$ cat src/verilog/tdc_params.svh
`ifndef TDC_PARAMS_SVH
`define TDC_PARAMS_SVH

// system clocks per sck half period
`define TDC_SCK_HALF 2

// converter register map
`define TDC_ADDR_W 6
`define TDC_DATA_W 24

// addresses from here up are the 24-bit result registers
`define TDC_WIDE_BASE 16

`endif
$ cat src/verilog/tdc_pkg.sv
`default_nettype none

`include "tdc_params.svh"

package tdc_pkg;

  // command byte as the converter expects it, msb first on the wire
  typedef struct packed {
    logic                   auto_inc;
    logic                   rw;       // 1 = write
    logic [`TDC_ADDR_W-1:0] addr;
  } tdc_cmd_fields_t;

  // same byte seen raw by the shifter, by field by the sequencer
  typedef union packed {
    logic [7:0]      raw;
    tdc_cmd_fields_t fields;
  } tdc_cmd_u;

  typedef enum logic {
    tdc_narrow = 1'b0, // 8-bit config register
    tdc_wide   = 1'b1  // 24-bit measurement result
  } tdc_width_t;

  function automatic tdc_width_t tdc_width_of(input logic [`TDC_ADDR_W-1:0] addr);
    return (addr >= `TDC_WIDE_BASE) ? tdc_wide : tdc_narrow;
  endfunction

endpackage

`default_nettype wire

$ cat src/verilog/spi_pkg.sv
`default_nettype none

package spi_pkg;

  // byte shifter phases, in the order a byte goes through them
  typedef enum logic [2:0] {
    spi_idle      = 3'd0,
    spi_lead      = 3'd1, // cs_n low, half period before first bit
    spi_transfer  = 3'd2,
    spi_cs_decide = 3'd3, // half period, then cs_n follows cs_end
    spi_cs_hold   = 3'd4  // one full period at the new cs_n level
  } spi_state_t;

endpackage

`default_nettype wire

$ cat src/verilog/tdc_spi_top.sv
`timescale 1ns/1ps
`default_nettype none

`include "tdc_params.svh"

module tdc_spi_top import tdc_pkg::*; (
  input  wire logic                   clk,
  input  wire logic                   rst,
  input  wire logic                   cmd_valid,
  input  wire logic                   cmd_write,
  input  wire logic [`TDC_ADDR_W-1:0] cmd_addr,
  input  wire logic [`TDC_DATA_W-1:0] cmd_wdata,
  output logic                        cmd_ready,
  output logic                        rsp_valid,
  output logic [`TDC_DATA_W-1:0]      rsp_data,
  input  wire logic                   rsp_ready,
  output logic                        sck,
  output logic                        mosi,
  output logic                        cs_n,
  input  wire logic                   miso
);

  logic       start;
  logic       busy;
  logic       done;
  logic       cs_end;
  logic [7:0] rx_byte;
  tdc_cmd_u   tx_byte; // command byte or data byte, shifter sees it raw

  tdc_reg_sequencer u_seq (
    .clk       (clk),
    .rst       (rst),
    .cmd_valid (cmd_valid),
    .cmd_write (cmd_write),
    .cmd_addr  (cmd_addr),
    .cmd_wdata (cmd_wdata),
    .rsp_ready (rsp_ready),
    .busy      (busy),
    .done      (done),
    .rx_byte   (rx_byte),
    .cmd_ready (cmd_ready),
    .rsp_valid (rsp_valid),
    .rsp_data  (rsp_data),
    .start     (start),
    .tx_byte   (tx_byte),
    .cs_end    (cs_end)
  );

  tdc_spi_master #(
    .SCK_HALF (`TDC_SCK_HALF)
  ) u_spi (
    .clk     (clk),
    .rst     (rst),
    .start   (start),
    .tx_byte (tx_byte.raw),
    .cs_end  (cs_end),
    .miso    (miso),
    .busy    (busy),
    .done    (done),
    .rx_byte (rx_byte),
    .sck     (sck),
    .mosi    (mosi),
    .cs_n    (cs_n)
  );

endmodule

`default_nettype wire

$ cat src/verilog/tdc_reg_sequencer.sv
`timescale 1ns/1ps
`default_nettype none

`include "tdc_params.svh"

// one register access = command byte + 1 or 3 data bytes under one cs
module tdc_reg_sequencer import tdc_pkg::*; (
  input  wire logic                   clk,
  input  wire logic                   rst,
  input  wire logic                   cmd_valid,
  input  wire logic                   cmd_write,
  input  wire logic [`TDC_ADDR_W-1:0] cmd_addr,
  input  wire logic [`TDC_DATA_W-1:0] cmd_wdata,
  input  wire logic                   rsp_ready,
  input  wire logic                   busy,
  input  wire logic                   done,
  input  wire logic [7:0]             rx_byte,
  output logic                        cmd_ready,
  output logic                        rsp_valid,
  output logic [`TDC_DATA_W-1:0]      rsp_data,
  output logic                        start,
  output tdc_cmd_u                    tx_byte,
  output logic                        cs_end
);

  localparam logic [1:0] sq_idle  = 2'd0;
  localparam logic [1:0] sq_start = 2'd1; // start pulse to the shifter
  localparam logic [1:0] sq_wait  = 2'd2; // byte on the wire
  localparam logic [1:0] sq_resp  = 2'd3;

  logic [1:0]             state;
  logic                   wr_q;
  logic                   cmd_phase_q; // rx ignored while the command byte is out
  logic [1:0]             left_q;      // data bytes still to send
  logic [`TDC_DATA_W-1:0] tx_word;
  logic [`TDC_DATA_W-1:0] rsp_q;
  tdc_width_t             cmd_width;

  assign cmd_width = tdc_width_of(cmd_addr);
  assign cmd_ready = (state == sq_idle) && !rst;
  assign rsp_valid = (state == sq_resp);
  assign rsp_data  = rsp_q;
  assign start     = (state == sq_start);

  always_ff @(posedge clk) begin
    if (rst) begin
      state       <= sq_idle;
      cs_end      <= 1'b0;
      cmd_phase_q <= 1'b0;
      left_q      <= '0;
    end else begin
      case (state)
        sq_idle: begin
          if (cmd_valid) begin
            cs_end      <= 1'b0;
            cmd_phase_q <= 1'b1;
            left_q      <= (cmd_width == tdc_wide) ? 2'd3 : 2'd1;
            state       <= sq_start;
          end
        end
        sq_start: state <= sq_wait;
        sq_wait: begin
          if (done) begin
            cmd_phase_q <= 1'b0;
            if (left_q == 2'd0) begin
              state <= sq_resp;
            end else begin
              left_q <= left_q - 1'b1;
              cs_end <= (left_q == 2'd1); // release cs after the last byte
              state  <= sq_start;
            end
          end
        end
        sq_resp: begin
          if (rsp_ready) begin
            state <= sq_idle;
          end
        end
        default: state <= sq_idle;
      endcase
    end
  end

  // latched command, outgoing bytes and read assembly
  always_ff @(posedge clk) begin
    if (state == sq_idle && cmd_valid) begin
      wr_q                    <= cmd_write;
      tx_byte.fields.auto_inc <= 1'b0; // burst access not used
      tx_byte.fields.rw       <= cmd_write;
      tx_byte.fields.addr     <= cmd_addr;
      rsp_q                   <= '0;
      if (cmd_width == tdc_wide) begin
        tx_word <= cmd_wdata;
      end else begin
        tx_word <= {cmd_wdata[7:0], {(`TDC_DATA_W - 8){1'b0}}}; // low byte only
      end
    end else if (state == sq_wait && done) begin
      if (!cmd_phase_q && !wr_q) begin
        rsp_q <= {rsp_q[`TDC_DATA_W-9:0], rx_byte}; // msb arrives first
      end
      if (left_q != 2'd0) begin
        tx_byte.raw <= tx_word[`TDC_DATA_W-1 -: 8];
        tx_word     <= tx_word << 8;
      end
    end
  end

  a_rsp_stable: assert property (@(posedge clk) disable iff (rst)
    (rsp_valid && !rsp_ready) |=> (rsp_valid && $stable(rsp_data)));

  a_start_idle: assert property (@(posedge clk) disable iff (rst)
    start |-> !busy);

endmodule

`default_nettype wire

$ cat src/verilog/tdc_spi_master.sv
`timescale 1ns/1ps
`default_nettype none

`include "tdc_params.svh"

// mode 0 byte shifter, sck low when idle, msb first
module tdc_spi_master import spi_pkg::*; #(
  parameter int SCK_HALF = `TDC_SCK_HALF
) (
  input  wire logic       clk,
  input  wire logic       rst,
  input  wire logic       start,
  input  wire logic [7:0] tx_byte,
  input  wire logic       cs_end,
  input  wire logic       miso,
  output logic            busy,
  output logic            done,
  output logic [7:0]      rx_byte,
  output logic            sck,
  output logic            mosi,
  output logic            cs_n
);

  localparam int CNT_W = (SCK_HALF > 1) ? $clog2(2 * SCK_HALF) : 1;
  localparam logic [CNT_W-1:0] HALF_LAST = CNT_W'(SCK_HALF - 1);
  localparam logic [CNT_W-1:0] FULL_LAST = CNT_W'(2 * SCK_HALF - 1);

  spi_state_t       state;
  logic [CNT_W-1:0] cnt;      // position inside the current sck period
  logic [2:0]       bit_cnt;
  logic [7:0]       shreg;    // tx bits leave at the top, rx bits enter at the bottom
  logic [7:0]       rx_q;
  logic             sck_q;
  logic             mosi_q;
  logic             cs_q;
  logic             done_q;

  assign busy    = (state != spi_idle);
  assign done    = done_q;
  assign rx_byte = rx_q;
  assign sck     = sck_q;
  assign mosi    = mosi_q;
  assign cs_n    = cs_q;

  always_ff @(posedge clk) begin
    if (rst) begin
      state   <= spi_idle;
      cnt     <= '0;
      bit_cnt <= '0;
      sck_q   <= 1'b0;
      mosi_q  <= 1'b0;
      cs_q    <= 1'b1;
      done_q  <= 1'b0;
    end else begin
      done_q <= 1'b0;
      case (state)
        spi_idle: begin
          cnt     <= '0;
          bit_cnt <= '0;
          if (start) begin
            cs_q  <= 1'b0; // select first, data half a period later
            state <= spi_lead;
          end
        end
        spi_lead: begin
          if (cnt == HALF_LAST) begin
            cnt    <= '0;
            mosi_q <= tx_byte[7];
            state  <= spi_transfer;
          end else begin
            cnt <= cnt + 1'b1;
          end
        end
        spi_transfer: begin
          if (cnt == FULL_LAST) begin
            // falling edge, next bit goes out while sck is low
            cnt     <= '0;
            sck_q   <= 1'b0;
            mosi_q  <= shreg[7];
            bit_cnt <= bit_cnt + 1'b1;
            if (bit_cnt == 3'd7) begin
              state <= spi_cs_decide;
            end
          end else begin
            cnt <= cnt + 1'b1;
            if (cnt == HALF_LAST) begin
              sck_q <= 1'b1; // rising edge, slave samples mosi
            end
          end
        end
        spi_cs_decide: begin
          if (cnt == HALF_LAST) begin
            cnt   <= '0;
            cs_q  <= cs_end; // keep selected unless this was the last byte
            state <= spi_cs_hold;
          end else begin
            cnt <= cnt + 1'b1;
          end
        end
        spi_cs_hold: begin
          if (cnt == FULL_LAST) begin
            cnt    <= '0;
            done_q <= 1'b1;
            state  <= spi_idle;
          end else begin
            cnt <= cnt + 1'b1;
          end
        end
        default: state <= spi_idle;
      endcase
    end
  end

  // shift register and received byte
  always_ff @(posedge clk) begin
    if (state == spi_lead && cnt == HALF_LAST) begin
      shreg <= tx_byte;
    end else if (state == spi_transfer && cnt == HALF_LAST) begin
      shreg <= {shreg[6:0], miso}; // miso taken on the rising edge
    end
    if (state == spi_transfer && cnt == FULL_LAST && bit_cnt == 3'd7) begin
      rx_q <= shreg;
    end
  end

  a_sck_idle_low: assert property (@(posedge clk) disable iff (rst)
    (state != spi_transfer) |-> !sck_q);

  // the sequencer must wait for the previous byte to finish
  a_no_start_busy: assert property (@(posedge clk) disable iff (rst)
    start |-> !busy);

endmodule

`default_nettype wire

$ cat config.mk
export PLATFORM = sky130hd
export DESIGN_NAME = tdc_spi_top
export DESIGN_NICKNAME = d
export VERILOG_FILES = /design/src/verilog/tdc_pkg.sv /design/src/verilog/spi_pkg.sv /design/src/verilog/tdc_spi_top.sv /design/src/verilog/tdc_reg_sequencer.sv /design/src/verilog/tdc_spi_master.sv
export VERILOG_INCLUDE_DIRS = /design/src /design/src/verilog
export SDC_FILE = /design/constraint.sdc
export NUM_CORES = 1
export LEC_CHECK = 0
export BUFFER_PORTS_ARGS = -buffer_cell sky130_fd_sc_hd__buf_2
export CAP_MARGIN = 20
export CELL_PAD_IN_SITES_DETAIL_PLACEMENT = 0
export CELL_PAD_IN_SITES_GLOBAL_PLACEMENT = 1
export CORE_UTILIZATION = 47
export CTS_BUF_LIST = sky130_fd_sc_hd__clkbuf_8 sky130_fd_sc_hd__clkbuf_16
export CTS_CLUSTER_SIZE = 10
export DETAILED_ROUTE_END_ITERATION = 8
export PLACE_DENSITY = 0.85
export SETUP_SLACK_MARGIN = 0.05
export SLEW_MARGIN = 25
export SYNTH_ARGS = -nofsm -noshare
export SYNTH_HDL_FRONTEND = slang
export SYNTH_SLANG_ARGS = --single-unit
$ cat constraint.sdc
create_clock -name clk -period 5.4 [get_ports clk]
set_input_delay 0.27 -clock clk [delete_from_list [all_inputs] [get_ports clk]]
set_output_delay 0.27 -clock clk [all_outputs]
set_load 0.005 [all_outputs]
==> results of run 1 <==
==> registers in the layout, summed over array words and instances (netlist names), 2 cells and up <==
| signal | cells |
|---|---|
| u_seq.rsp_data | 24 |
| u_seq.tx_word | 24 |
| u_seq.tx_byte | 8 |
| u_spi.rx_byte | 8 |
| u_spi.shreg | 8 |
| u_spi.bit_cnt | 3 |
| u_spi.state | 3 |
| u_seq.left_q | 2 |
| u_seq.state | 2 |
| u_spi.cnt | 2 |
==> cells by family after synthesis <==
group,count (synthesis)
AOI/OAI and AO/OA,91
xor gates and xnor gates,2
adders and majority gates,8
buffers and inverters,43
DFF,91
muxes,17
and+or+nand+nor,136
==> stage by stage <==
step	total power [mW]	setup slack [ns]	hold slack, ns	utilization, %	area, um2
global route	1.420	2.641	0.1198	55.41	4553
CTS	1.369	2.451	0.1209	55.31	4544
global placement	0.9038	2.587	0.4348	52.89	4345
floorplan	0.8747	3.293	0.3689	-	4000
finish	1.356	2.867	0.1349	55.41	4553
detailed placement	0.9079	2.489	0.4445	52.89	4345
==> where the power goes <==
group / internal [mW] / switching, mW
logic: 0.0432 / 0.0647
clock network: 0.203 / 0.260
registers: 0.765 / 0.0196
==> cells in the final DEF, fill, tap and decap left out, types with 2 or more instances in the layout <==
master    instances
buf_2            64
nand2_1          55
edfxtp_1         48
dfxtp_1          43
o21ai_0          36
nand3_1          35
a21oi_1          35
and3_1           10
inv_1             9
mux2i_1           9
clkbuf_8          9
mux2_2            8
ha_1              8
nor2b_1           7
nor3b_1           4
nor3_1            4
a211oi_1          4
o21ai_1           3
buf_4             3
or2_2             2
and2_1            2
a21o_1            2
or4b_1            2
o31ai_1           2
a31oi_1           2
nor2_1            2
inv_6             2
inv_4             2
==> worst paths after layout <==
kind | endpoint | startpoint | cells after the start
worst max register to register | u_seq.tx_byte[3] | u_seq.state[0] | 3
worst max-delay path | u_seq.tx_byte[3] | u_seq.state[0] | 3
worst min register to register | u_spi.rx_byte[5] | u_spi.shreg[5] | 0
worst min-delay path | u_seq.wr_q | cmd_write | 1
==> final cells by class <==
class,instances,area share [%]
inverters,10,0.8244
multi-input cells,254,33.83
flip-flops and latches,91,50.56
clock inverters,6,1.099
repair buffers,67,7.530
well taps,105,2.885
clock buffers,10,3.270
==> routing by layer <==
layer / wire length [um] / vias up / track usage, % / part of all wire (%)
li1: - / 1487 / - / -
met1: 3791 / 1400 / 26.09 / 50
met5: 0 / - / 0 / 0
met4: 136 / 0 / 8.718 / 1.8
met2: 3354 / 82 / 27.11 / 44
met3: 370 / 12 / 3.883 / 4.8
==> worst max-delay path, stage by stage, from the launching register on <==
cell	delay, ns
dfxtp_1	0.46
or3b_2	0.80
nand2_1	0.58
buf_4	0.36
==> flow_metrics.env, run 1 <==
export IMPL_dp_hpwl_um=4704
export IMPL_grt_use_total_pct=18.55
export IMPL_rsz0062_at_grt="false"
export IMPL_drive_above_1_share_pct=22.60
export IMPL_grt_pass1_vias=2580
export IMPL_numCtsBuffers=9
export IMPL_fin_tns_setup_ns=0
export IMPL_die_h_um=94.26
export IMPL_ys_flop_type="edfxtp_1"
export IMPL_grt_pass1_wl_um=12590
export IMPL_syn_to_final_growth_pct=13.83
export IMPL_fp_dieW_um=94.26
export IMPL_crit_fanout=36
export IMPL_crit_arrival_ns=2.58
export IMPL_r2r_slack_ns=2.87
export IMPL_p_per_area_nw_per_um2=297.8
export IMPL_drtPass1Iterations=4
export IMPL_drc=0
export IMPL_synth_area_leaders="edfxtp_1 36%, dfxtp_1 22%, nand2_1 5.2%, o21ai_0 4.5%, a21oi_1 4.4%"
export IMPL_drtIter0Drc=151
export IMPL_synth_compound_area_share_pct=12.61
export IMPL_row_count=33
export IMPL_path_class="reg -> reg"
export IMPL_peakVddDrop_v=0.0001354
export IMPL_ys_seq_area_share_pct=57.55
export IMPL_max_freq_mhz=394.8
export IMPL_final_seq_area_um2=2302
export IMPL_synthCells=388
export IMPL_drv_slew=0
export IMPL_root_buffer="clkbuf_8"
export IMPL_num_fill_cells=740
export IMPL_grt_start_max_net_pins=52
export IMPL_cts_tree="built"
export IMPL_holdBufCountCts=0
export IMPL_clk_latency_ns=0.36
export IMPL_vias=2981
export IMPL_synth_xor_area_share_pct=0.4379
export IMPL_worst_pin_slew_ns=0.8334
export IMPL_finalWirelength_um=7652
export IMPL_synth_nets=432
export IMPL_synth_cell_type_count=49
export IMPL_hold_viol=0
export IMPL_status="complete, no violations"
export IMPL_synth_seq_cells=91
export IMPL_synthSimpleGateAreaFrac_pct=17.86
export IMPL_ant_nets=0
export IMPL_boundaryPins=65
export IMPL_diodes=0
export IMPL_multiInputGateArea_um2=1540
export IMPL_synth_top_family_by_area="simple AND/OR/NAND/NOR gates"
export IMPL_synthAdderAreaFrac_pct=2.502
export IMPL_fin_cells=543
export IMPL_finalWeightedCongestion=0.7236
export IMPL_setup_viol=0
export IMPL_start_kind="flip-flop"
export IMPL_muxShareOfSynthArea_pct=4.504
export IMPL_avgSynthCellArea_um2=10.31
export IMPL_antenna_found_initial=0
export IMPL_start_util_pct=48.68
export IMPL_yosysTopAreaCellShare_pct=36.03
export IMPL_p_leak_nw=1.847
export IMPL_yosysMostFrequentCell="nand2_1"
export IMPL_fp_coreArea_um2=8217
export IMPL_htreeDepth=3
export IMPL_hp_class="in -> reg"
export IMPL_wl_per_cell_um=14.09
export IMPL_synth_top_area_cell="edfxtp_1"
export IMPL_synthArstFlopShare_pct=0
export IMPL_clk_pin_slew_ns=0.09
export IMPL_cts_sinks=91
export IMPL_grt_overflow=0
export IMPL_clock_path_buffers=2
export IMPL_maxCapViolations=0
export IMPL_final_nets=477
export IMPL_die_area_um2=8884
export IMPL_endpoint_kind="flip-flop"
export IMPL_skew_ns=0.01306
export IMPL_syn_area_um2=4000
export IMPL_viasPerCell=5.490
export IMPL_numPortBuffers=64
export IMPL_finalCritPeriodShare_pct=46.90
export IMPL_cts_resized=0
export IMPL_max_slew_margin_pct=44.36
export IMPL_synth_common_cells="55 x nand2_1, 48 x edfxtp_1, 43 x dfxtp_1"
export IMPL_period_needed_ns=2.533
export IMPL_yosys_warnings=0
export IMPL_required_ns=5.45
export IMPL_cts_setup_buffers=0
export IMPL_place_inst=527
export IMPL_synth_edf_count=48
No activity file was read; power rests on OpenSTA's default activity.
==> inputs of run 2 (changes only) <==
--- a/config.mk
+++ b/config.mk
@@ -6,15 +6,16 @@
 export SDC_FILE = /design/constraint.sdc
 export NUM_CORES = 1
 export LEC_CHECK = 0
+export ABC_AREA = 1
 export BUFFER_PORTS_ARGS = -buffer_cell sky130_fd_sc_hd__buf_2
 export CAP_MARGIN = 20
 export CELL_PAD_IN_SITES_DETAIL_PLACEMENT = 0
 export CELL_PAD_IN_SITES_GLOBAL_PLACEMENT = 1
-export CORE_UTILIZATION = 47
+export CORE_UTILIZATION = 38
 export CTS_BUF_LIST = sky130_fd_sc_hd__clkbuf_8 sky130_fd_sc_hd__clkbuf_16
 export CTS_CLUSTER_SIZE = 10
 export DETAILED_ROUTE_END_ITERATION = 8
-export PLACE_DENSITY = 0.85
+export PLACE_DENSITY = 0.76
 export SETUP_SLACK_MARGIN = 0.05
 export SLEW_MARGIN = 25
 export SYNTH_ARGS = -nofsm -noshare
==> constraint.sdc (replaced) <==
create_clock -name clk -period 2.2 [get_ports clk]
set_input_delay 0.11 -clock clk [delete_from_list [all_inputs] [get_ports clk]]
set_output_delay 0.11 -clock clk [all_outputs]
set_load 0.005 [all_outputs]
==> run 2 against run 1 <==
  * Count of clock-buffer cells in the layout increased by 1
  * Routed wire length decreased by 5.3%
  * Final cell count increased by 15%
  * Utilization decreased by 9.1 points
  * Critical endpoint is now u_seq.tx_word[5]
  * Largest power group unchanged
  * Highest routed layer unchanged
==> flow_metrics.env, run 2 <==
export IMPL_finalWeightedCongestion=0.8255
export IMPL_row_count=36
export IMPL_crit_path_frequent_cell="nor2_1"
export IMPL_crit_arrival_ns=1.72
export IMPL_finalWirelength_um=7250
export IMPL_die_area_um2=10530
export IMPL_path_class="reg -> reg"
export IMPL_yosysMostFrequentCell="nor2_1"
export IMPL_p_leak_nw=2.069
export IMPL_synthCells=418
export IMPL_muxShareOfSynthArea_pct=2.049
export IMPL_path_cells="inv_2 -> nor2_4 -> nand2_2 -> nor2_1 -> nor2_1 -> inv_1 -> buf_4"
export IMPL_layout_common_cells="81 x nor2_1, 78 x nand2_1, 64 x buf_2"
export IMPL_num_fill_cells=980
export IMPL_final_nets=530
export IMPL_synth_compound_area_share_pct=9.206
export IMPL_fp_dieW_um=102.6
export IMPL_drive_above_1_share_pct=20.77
export IMPL_clk_pin_slew_ns=0.10
export IMPL_whs_ns=0.01973
export IMPL_root_buffer="clkbuf_8"
export IMPL_slowest_stage="dfxtp_1"
export IMPL_cpPeakStageDelay_ns=0.40
export IMPL_drtPass1Iterations=5
export IMPL_synth_common_cells="81 x nor2_1, 78 x nand2_1, 49 x o21ai_0"
export IMPL_drtIter0Drc=73
export IMPL_fp_coreArea_um2=9774
export IMPL_grt_pass1_wl_um=12200
export IMPL_r2r_slack_ns=0.50
export IMPL_boundaryPins=65
export IMPL_cts_tree="built"
export IMPL_crit_fanout=31
export IMPL_ys_seq_area_share_pct=59.86
export IMPL_grt_overflow=0
export IMPL_synth_top_area_cell="edfxtp_1"
export IMPL_synth_top_family_by_area="simple AND/OR/NAND/NOR gates"
export IMPL_start_kind="flip-flop"
export IMPL_avgSynthCellArea_um2=9.201
export IMPL_yosys_warnings=0
export IMPL_finalCritPeriodShare_pct=77.26
export IMPL_peakVddDrop_v=0.0003171
export IMPL_cpLargestDelayFamily="buffers and inverters"
export IMPL_setup_viol=0
export IMPL_ys_flop_type="edfxtp_1"
export IMPL_p_per_area_nw_per_um2=922.0
export IMPL_dp_hpwl_um=5038
export IMPL_start_util_pct=39.35
export IMPL_drc=0
export IMPL_grt_start_max_net_pins=42
export IMPL_vias=2868
export IMPL_synth_area_leaders="edfxtp_1 37%, dfxtp_1 22%, nor2_1 7.9%, nand2_1 7.6%, o21ai_0 6.4%"
export IMPL_synthAdderAreaFrac_pct=2.602
export IMPL_rsz0062_at_grt="false"
export IMPL_clk_latency_ns=0.36
export IMPL_ant_nets=0
export IMPL_synthArstFlopShare_pct=0
export IMPL_synth_nets=462
export IMPL_die_h_um=102.6
export IMPL_synthSimpleGateAreaFrac_pct=20.40
export IMPL_hp_class="in -> reg"
export IMPL_synth_xor_area_share_pct=0
export IMPL_skew_ns=0.01097
export IMPL_htreeDepth=3
export IMPL_syn_area_um2=3846
export IMPL_worst_pin_slew_ns=0.5047
export IMPL_synth_cell_type_count=26
export IMPL_status="complete, no violations"
export IMPL_numPortBuffers=64
export IMPL_numCtsBuffers=9
export IMPL_endpoint_kind="flip-flop"
export IMPL_maxCapViolations=0
export IMPL_grt_pass1_vias=2708
export IMPL_max_slew_margin_pct=66.15
export IMPL_grt_use_total_pct=14.97
export IMPL_wl_per_cell_um=11.62
export IMPL_period_needed_ns=1.700
export IMPL_max_freq_mhz=588.4
export IMPL_clock_path_buffers=2
export IMPL_diodes=0
export IMPL_cts_setup_buffers=0
export IMPL_required_ns=2.22
export IMPL_yosysTopAreaCellShare_pct=37.48
export IMPL_hold_viol=0
export IMPL_synth_edf_count=48
export IMPL_drv_slew=0
export IMPL_viasPerCell=4.596
export IMPL_path_buf_inv=3
export IMPL_fin_tns_setup_ns=0
export IMPL_syn_to_final_growth_pct=17.66
export IMPL_cts_sinks=91
export IMPL_final_common_cell="nor2_1"
export IMPL_antenna_found_initial=0
export IMPL_synth_seq_cells=91
run 2: cells by family after synthesis:
group	Yosys count
and+or+nand+nor	189
DFF	91
AOI/OAI and AO/OA	69
buffers and inverters	54
adders and majority gates	8
muxes	7
run 2: repair_timing:
item	in CTS	in global routing
hold buffers	1	0
gates resized for setup	0	0
endpoints found under the hold margin	1	0
run 2: final cells by class:
type	instances	area [um2]	area share, %
inverters	39	146.4	3.235
multi-input cells	273	1318	29.11
repair buffers	72	382.9	8.460
clock inverters	5	36.28	0.8018
clock buffers	11	173.9	3.843
well taps	133	166.4	3.677
flip-flops and latches	91	2302	50.87
run 2: tightest hold or removal path, cell delays in order:
cell	delay, ns
buf_2	0.07
nand2_1	0.04
nand2_1	0.05
run 2: power by group:
| group | switching [mW] | leakage (nW) | internal [mW] |
|---|---|---|---|
| sequential | 0.0973 | 0.801 | 2.07 |
| clock | 0.602 | 0.113 | 0.558 |
| combinational | 0.553 | 1.16 | 0.289 |
| total | 1.25 | 2.07 | 2.92 |
run 2: per-layer routing:
metal  global-route usage, %  vias up  wire length (um)
met4                   4.615        0                75
met3                   3.864        7               356
met5                       0        -                 0
met1                   19.98     1282              3650
met2                   23.90       73              3167
li1                        -     1506                 -
run 2: final timing paths:
kind,cells after the start,endpoint,startpoint
worst max-delay path,7,u_seq.tx_word[5],u_seq.state[1]
worst min-delay path,3,u_seq.tx_byte[0],cmd_addr[0]
worst max register to register,7,u_seq.tx_word[5],u_seq.state[1]
worst min register to register,0,u_spi.rx_byte[3],u_spi.shreg[3]
run 2: metrics by stage:
| step | area, um2 | std cells | worst slack (ns) | util, % | power, mW |
|---|---|---|---|---|---|
| after global placement | 4305 | 607 | 0.5384 | 44.05 | 3.041 |
| final | 4526 | 624 | 0.5004 | 46.30 | 4.172 |
| after detailed placement | 4305 | 607 | 0.5052 | 44.05 | 3.056 |
| after floorplan | 3846 | 418 | 0.3473 | - | 2.827 |
| after CTS | 4526 | 624 | 0.4931 | 46.30 | 4.229 |
| after global routing | 4526 | 624 | 0.3119 | 46.30 | 4.447 |
==> inputs of run 3 (changes only) <==
--- a/config.mk
+++ b/config.mk
@@ -11,11 +11,11 @@
 export CAP_MARGIN = 20
 export CELL_PAD_IN_SITES_DETAIL_PLACEMENT = 0
 export CELL_PAD_IN_SITES_GLOBAL_PLACEMENT = 1
-export CORE_UTILIZATION = 38
+export CORE_UTILIZATION = 42
 export CTS_BUF_LIST = sky130_fd_sc_hd__clkbuf_8 sky130_fd_sc_hd__clkbuf_16
 export CTS_CLUSTER_SIZE = 10
 export DETAILED_ROUTE_END_ITERATION = 8
-export PLACE_DENSITY = 0.76
+export PLACE_DENSITY = 0.8
 export SETUP_SLACK_MARGIN = 0.05
 export SLEW_MARGIN = 25
 export SYNTH_ARGS = -nofsm -noshare
==> constraint.sdc (replaced) <==
create_clock -name clk -period 1.6 [get_ports clk]
set_input_delay 0.08 -clock clk [delete_from_list [all_inputs] [get_ports clk]]
set_output_delay 0.08 -clock clk [all_outputs]
set_load 0.005 [all_outputs]
==> run 3 against run 2 <==
  * The flow now finishes with violations (DRC)
  * Via count is 4.8% higher
  * Critical path depth stayed put
  * Clock power increased by 30%
  * Critical endpoint is now u_seq.tx_byte[4]
==> flow_metrics.env, run 3 (synthesized netlist as in run 2, its figures left out) <==
export IMPL_viasPerCell=4.928
export IMPL_fp_dieW_um=97.70
export IMPL_layout_common_cells="79 x nor2_1, 76 x nand2_1, 64 x buf_2"
export IMPL_grt_pass1_wl_um=12920
export IMPL_start_kind="flip-flop"
export IMPL_rr_worst_depth=7
export IMPL_hp_class="in -> reg"
export IMPL_p_leak_nw=2.132
export IMPL_grt_start_max_net_pins=44
export IMPL_drc=4
export IMPL_skew_ns=0.01115
export IMPL_period_needed_ns=1.498
export IMPL_r2r_start="u_seq.state[0]"
export IMPL_maxCapViolations=0
export IMPL_p_int_mw=3.983
export IMPL_status="finished, violations left"
export IMPL_finalWeightedCongestion=0.8303
export IMPL_drtPass1Iterations=9
export IMPL_die_h_um=97.70
export IMPL_vias=3006
export IMPL_die_area_um2=9544
export IMPL_multiInputGateArea_um2=1380
export IMPL_row_count=34
export IMPL_hold_viol=0
export IMPL_htreeDepth=3
export IMPL_syn_to_final_growth_pct=21.57
export IMPL_drv_slew=0
export IMPL_setup_viol=0
export IMPL_numCtsBuffers=9
export IMPL_finalCritPeriodShare_pct=93.64
export IMPL_antenna_found_initial=0
export IMPL_fin_cells=610
export IMPL_max_freq_mhz=667.5
export IMPL_comb_power_share_pct=23.3
export IMPL_finish_utilization_pct=53.10
export IMPL_required_ns=1.72
export IMPL_grt_use_total_pct=16.91
export IMPL_place_ws_ns=0.05230
export IMPL_diodes=0
export IMPL_critPathLaunch="u_seq.state[0]"
export IMPL_path_class="reg -> reg"
export IMPL_p_per_area_nw_per_um2=1255
export IMPL_setup_ws_ns=0.1018
export IMPL_r2r_end="u_seq.tx_byte[4]"
export IMPL_root_buffer="clkbuf_8"
export IMPL_ant_nets=0
export IMPL_violations="DRC"
export IMPL_crit_arrival_ns=1.62
export IMPL_p_seq_share_pct=51.1
export IMPL_final_nets=541
export IMPL_dp_hpwl_um=5214
export IMPL_clk_pin_slew_ns=0.09
export IMPL_r2r_slack_ns=0.10
export IMPL_start_util_pct=43.68
export IMPL_boundaryPins=65
export IMPL_cts_tree="built"
export IMPL_endpoint="u_seq.tx_byte[4]"
export IMPL_endpoint_kind="flip-flop"
export IMPL_cts_sinks=91
export IMPL_rsz0062_at_grt="true"
export IMPL_p_switching_mw=1.882
export IMPL_place_inst=588
export IMPL_peakVddDrop_v=0.0006878
export IMPL_final_seq_area_um2=2306
export IMPL_whs_ns=0.02008
export IMPL_grt_overflow=0
export IMPL_fp_coreArea_um2=8806
export IMPL_drtIter0Drc=102
export IMPL_swShare_pct=32.09
export IMPL_final_common_cell="nor2_1"
export IMPL_drive_above_1_share_pct=24.90
export IMPL_crit_fanout=19
export IMPL_clk_latency_ns=0.36
export IMPL_fin_tns_setup_ns=0
export IMPL_p_clk_share_pct=25.7
export IMPL_num_fill_cells=825
export IMPL_max_slew_margin_pct=73.41
export IMPL_grt_pass1_vias=2938
export IMPL_worst_pin_slew_ns=0.3983
export IMPL_finalWirelength_um=7460
export IMPL_wl_per_cell_um=12.23
export IMPL_clock_path_buffers=2
export IMPL_numPortBuffers=64
-- run 3: changes by cell type in the layout (fill, tap and decap cells not counted), sizes merged --
cell / change
buf: +8
clkinv: +3
dlygate4sd3: +3
clkbuf: -2
inv: -2
clkinvlp: +1
-- run 3: power groups by stage --
stage	Combinational, mW	Clock, mW	Sequential [mW]
floorplan	0.917	0	3.01
global placement	1.28	0	3.04
detailed placement	1.30	0	3.05
CTS	1.33	1.55	3.00
global route	1.54	1.62	3.04
finish	1.36	1.51	3.00
-- run 3: worst max-delay path, stage by stage, from the launching register on --
cell	delay [ns]
dfxtp_2	0.39
nor2_1	0.07
inv_1	0.10
nor2_4	0.06
buf_4	0.14
nor2_4	0.15
clkinvlp_4	0.17
buf_12	0.18
-- run 3: through the flow --
step / power (mW) / area (um2)
after floorplan: 3.925 / 3890
after global placement: 4.313 / 4400
after detailed placement: 4.348 / 4400
after CTS: 5.876 / 4638
after global routing: 6.199 / 4676
final: 5.866 / 4676
-- run 3: what timing repair did --
| item | in CTS | in global routing |
|---|---|---|
| gates resized for setup | 1 | 7 |
| pin swaps | 0 | 1 |
| endpoints found under the setup margin | 8 | 34 |
| setup buffers | 0 | 2 |
| gates cloned | 0 | 0 |
| hold buffers | 4 | 0 |
| endpoints found under the hold margin | 4 | 0 |
-- run 3: cell type report --
type | instances | area share (%)
sequential | 91 | 49.32
multi-input combinational | 273 | 29.52
timing repair buffer | 83 | 11.00
inverter | 39 | 3.211
tap | 108 | 2.890
clock buffer | 9 | 2.649
clock inverter | 7 | 1.418
-- run 3: how the worst min path moves through the flow --
stage / endpoint / slack [ns] / start / cells past startpoint
2_1_floorplan: u_seq.state[0] / 0.15 / rst / 1
3_3_place_gp: u_seq.wr_q / 0.30 / cmd_write / 1
3_5_place_dp: u_seq.wr_q / 0.30 / cmd_write / 1
4_1_cts: u_seq.tx_byte[3] / 0.005 / cmd_addr[3] / 3
5_1_grt: u_seq.tx_word[11] / 0.02 / cmd_wdata[11] / 3
6_report: u_seq.tx_byte[3] / 0.02 / cmd_addr[3] / 3
-- run 3: metal layers --
layer	global-route usage, %	share of wire, %	vias to the layer above	routed length (um)
met1	20.27	45	1368	3386
li1	-	-	1535	-
met2	29.08	48	93	3605
met4	6.876	1.3	0	100
met3	4.101	4.9	10	368
met5	0	0	-	0
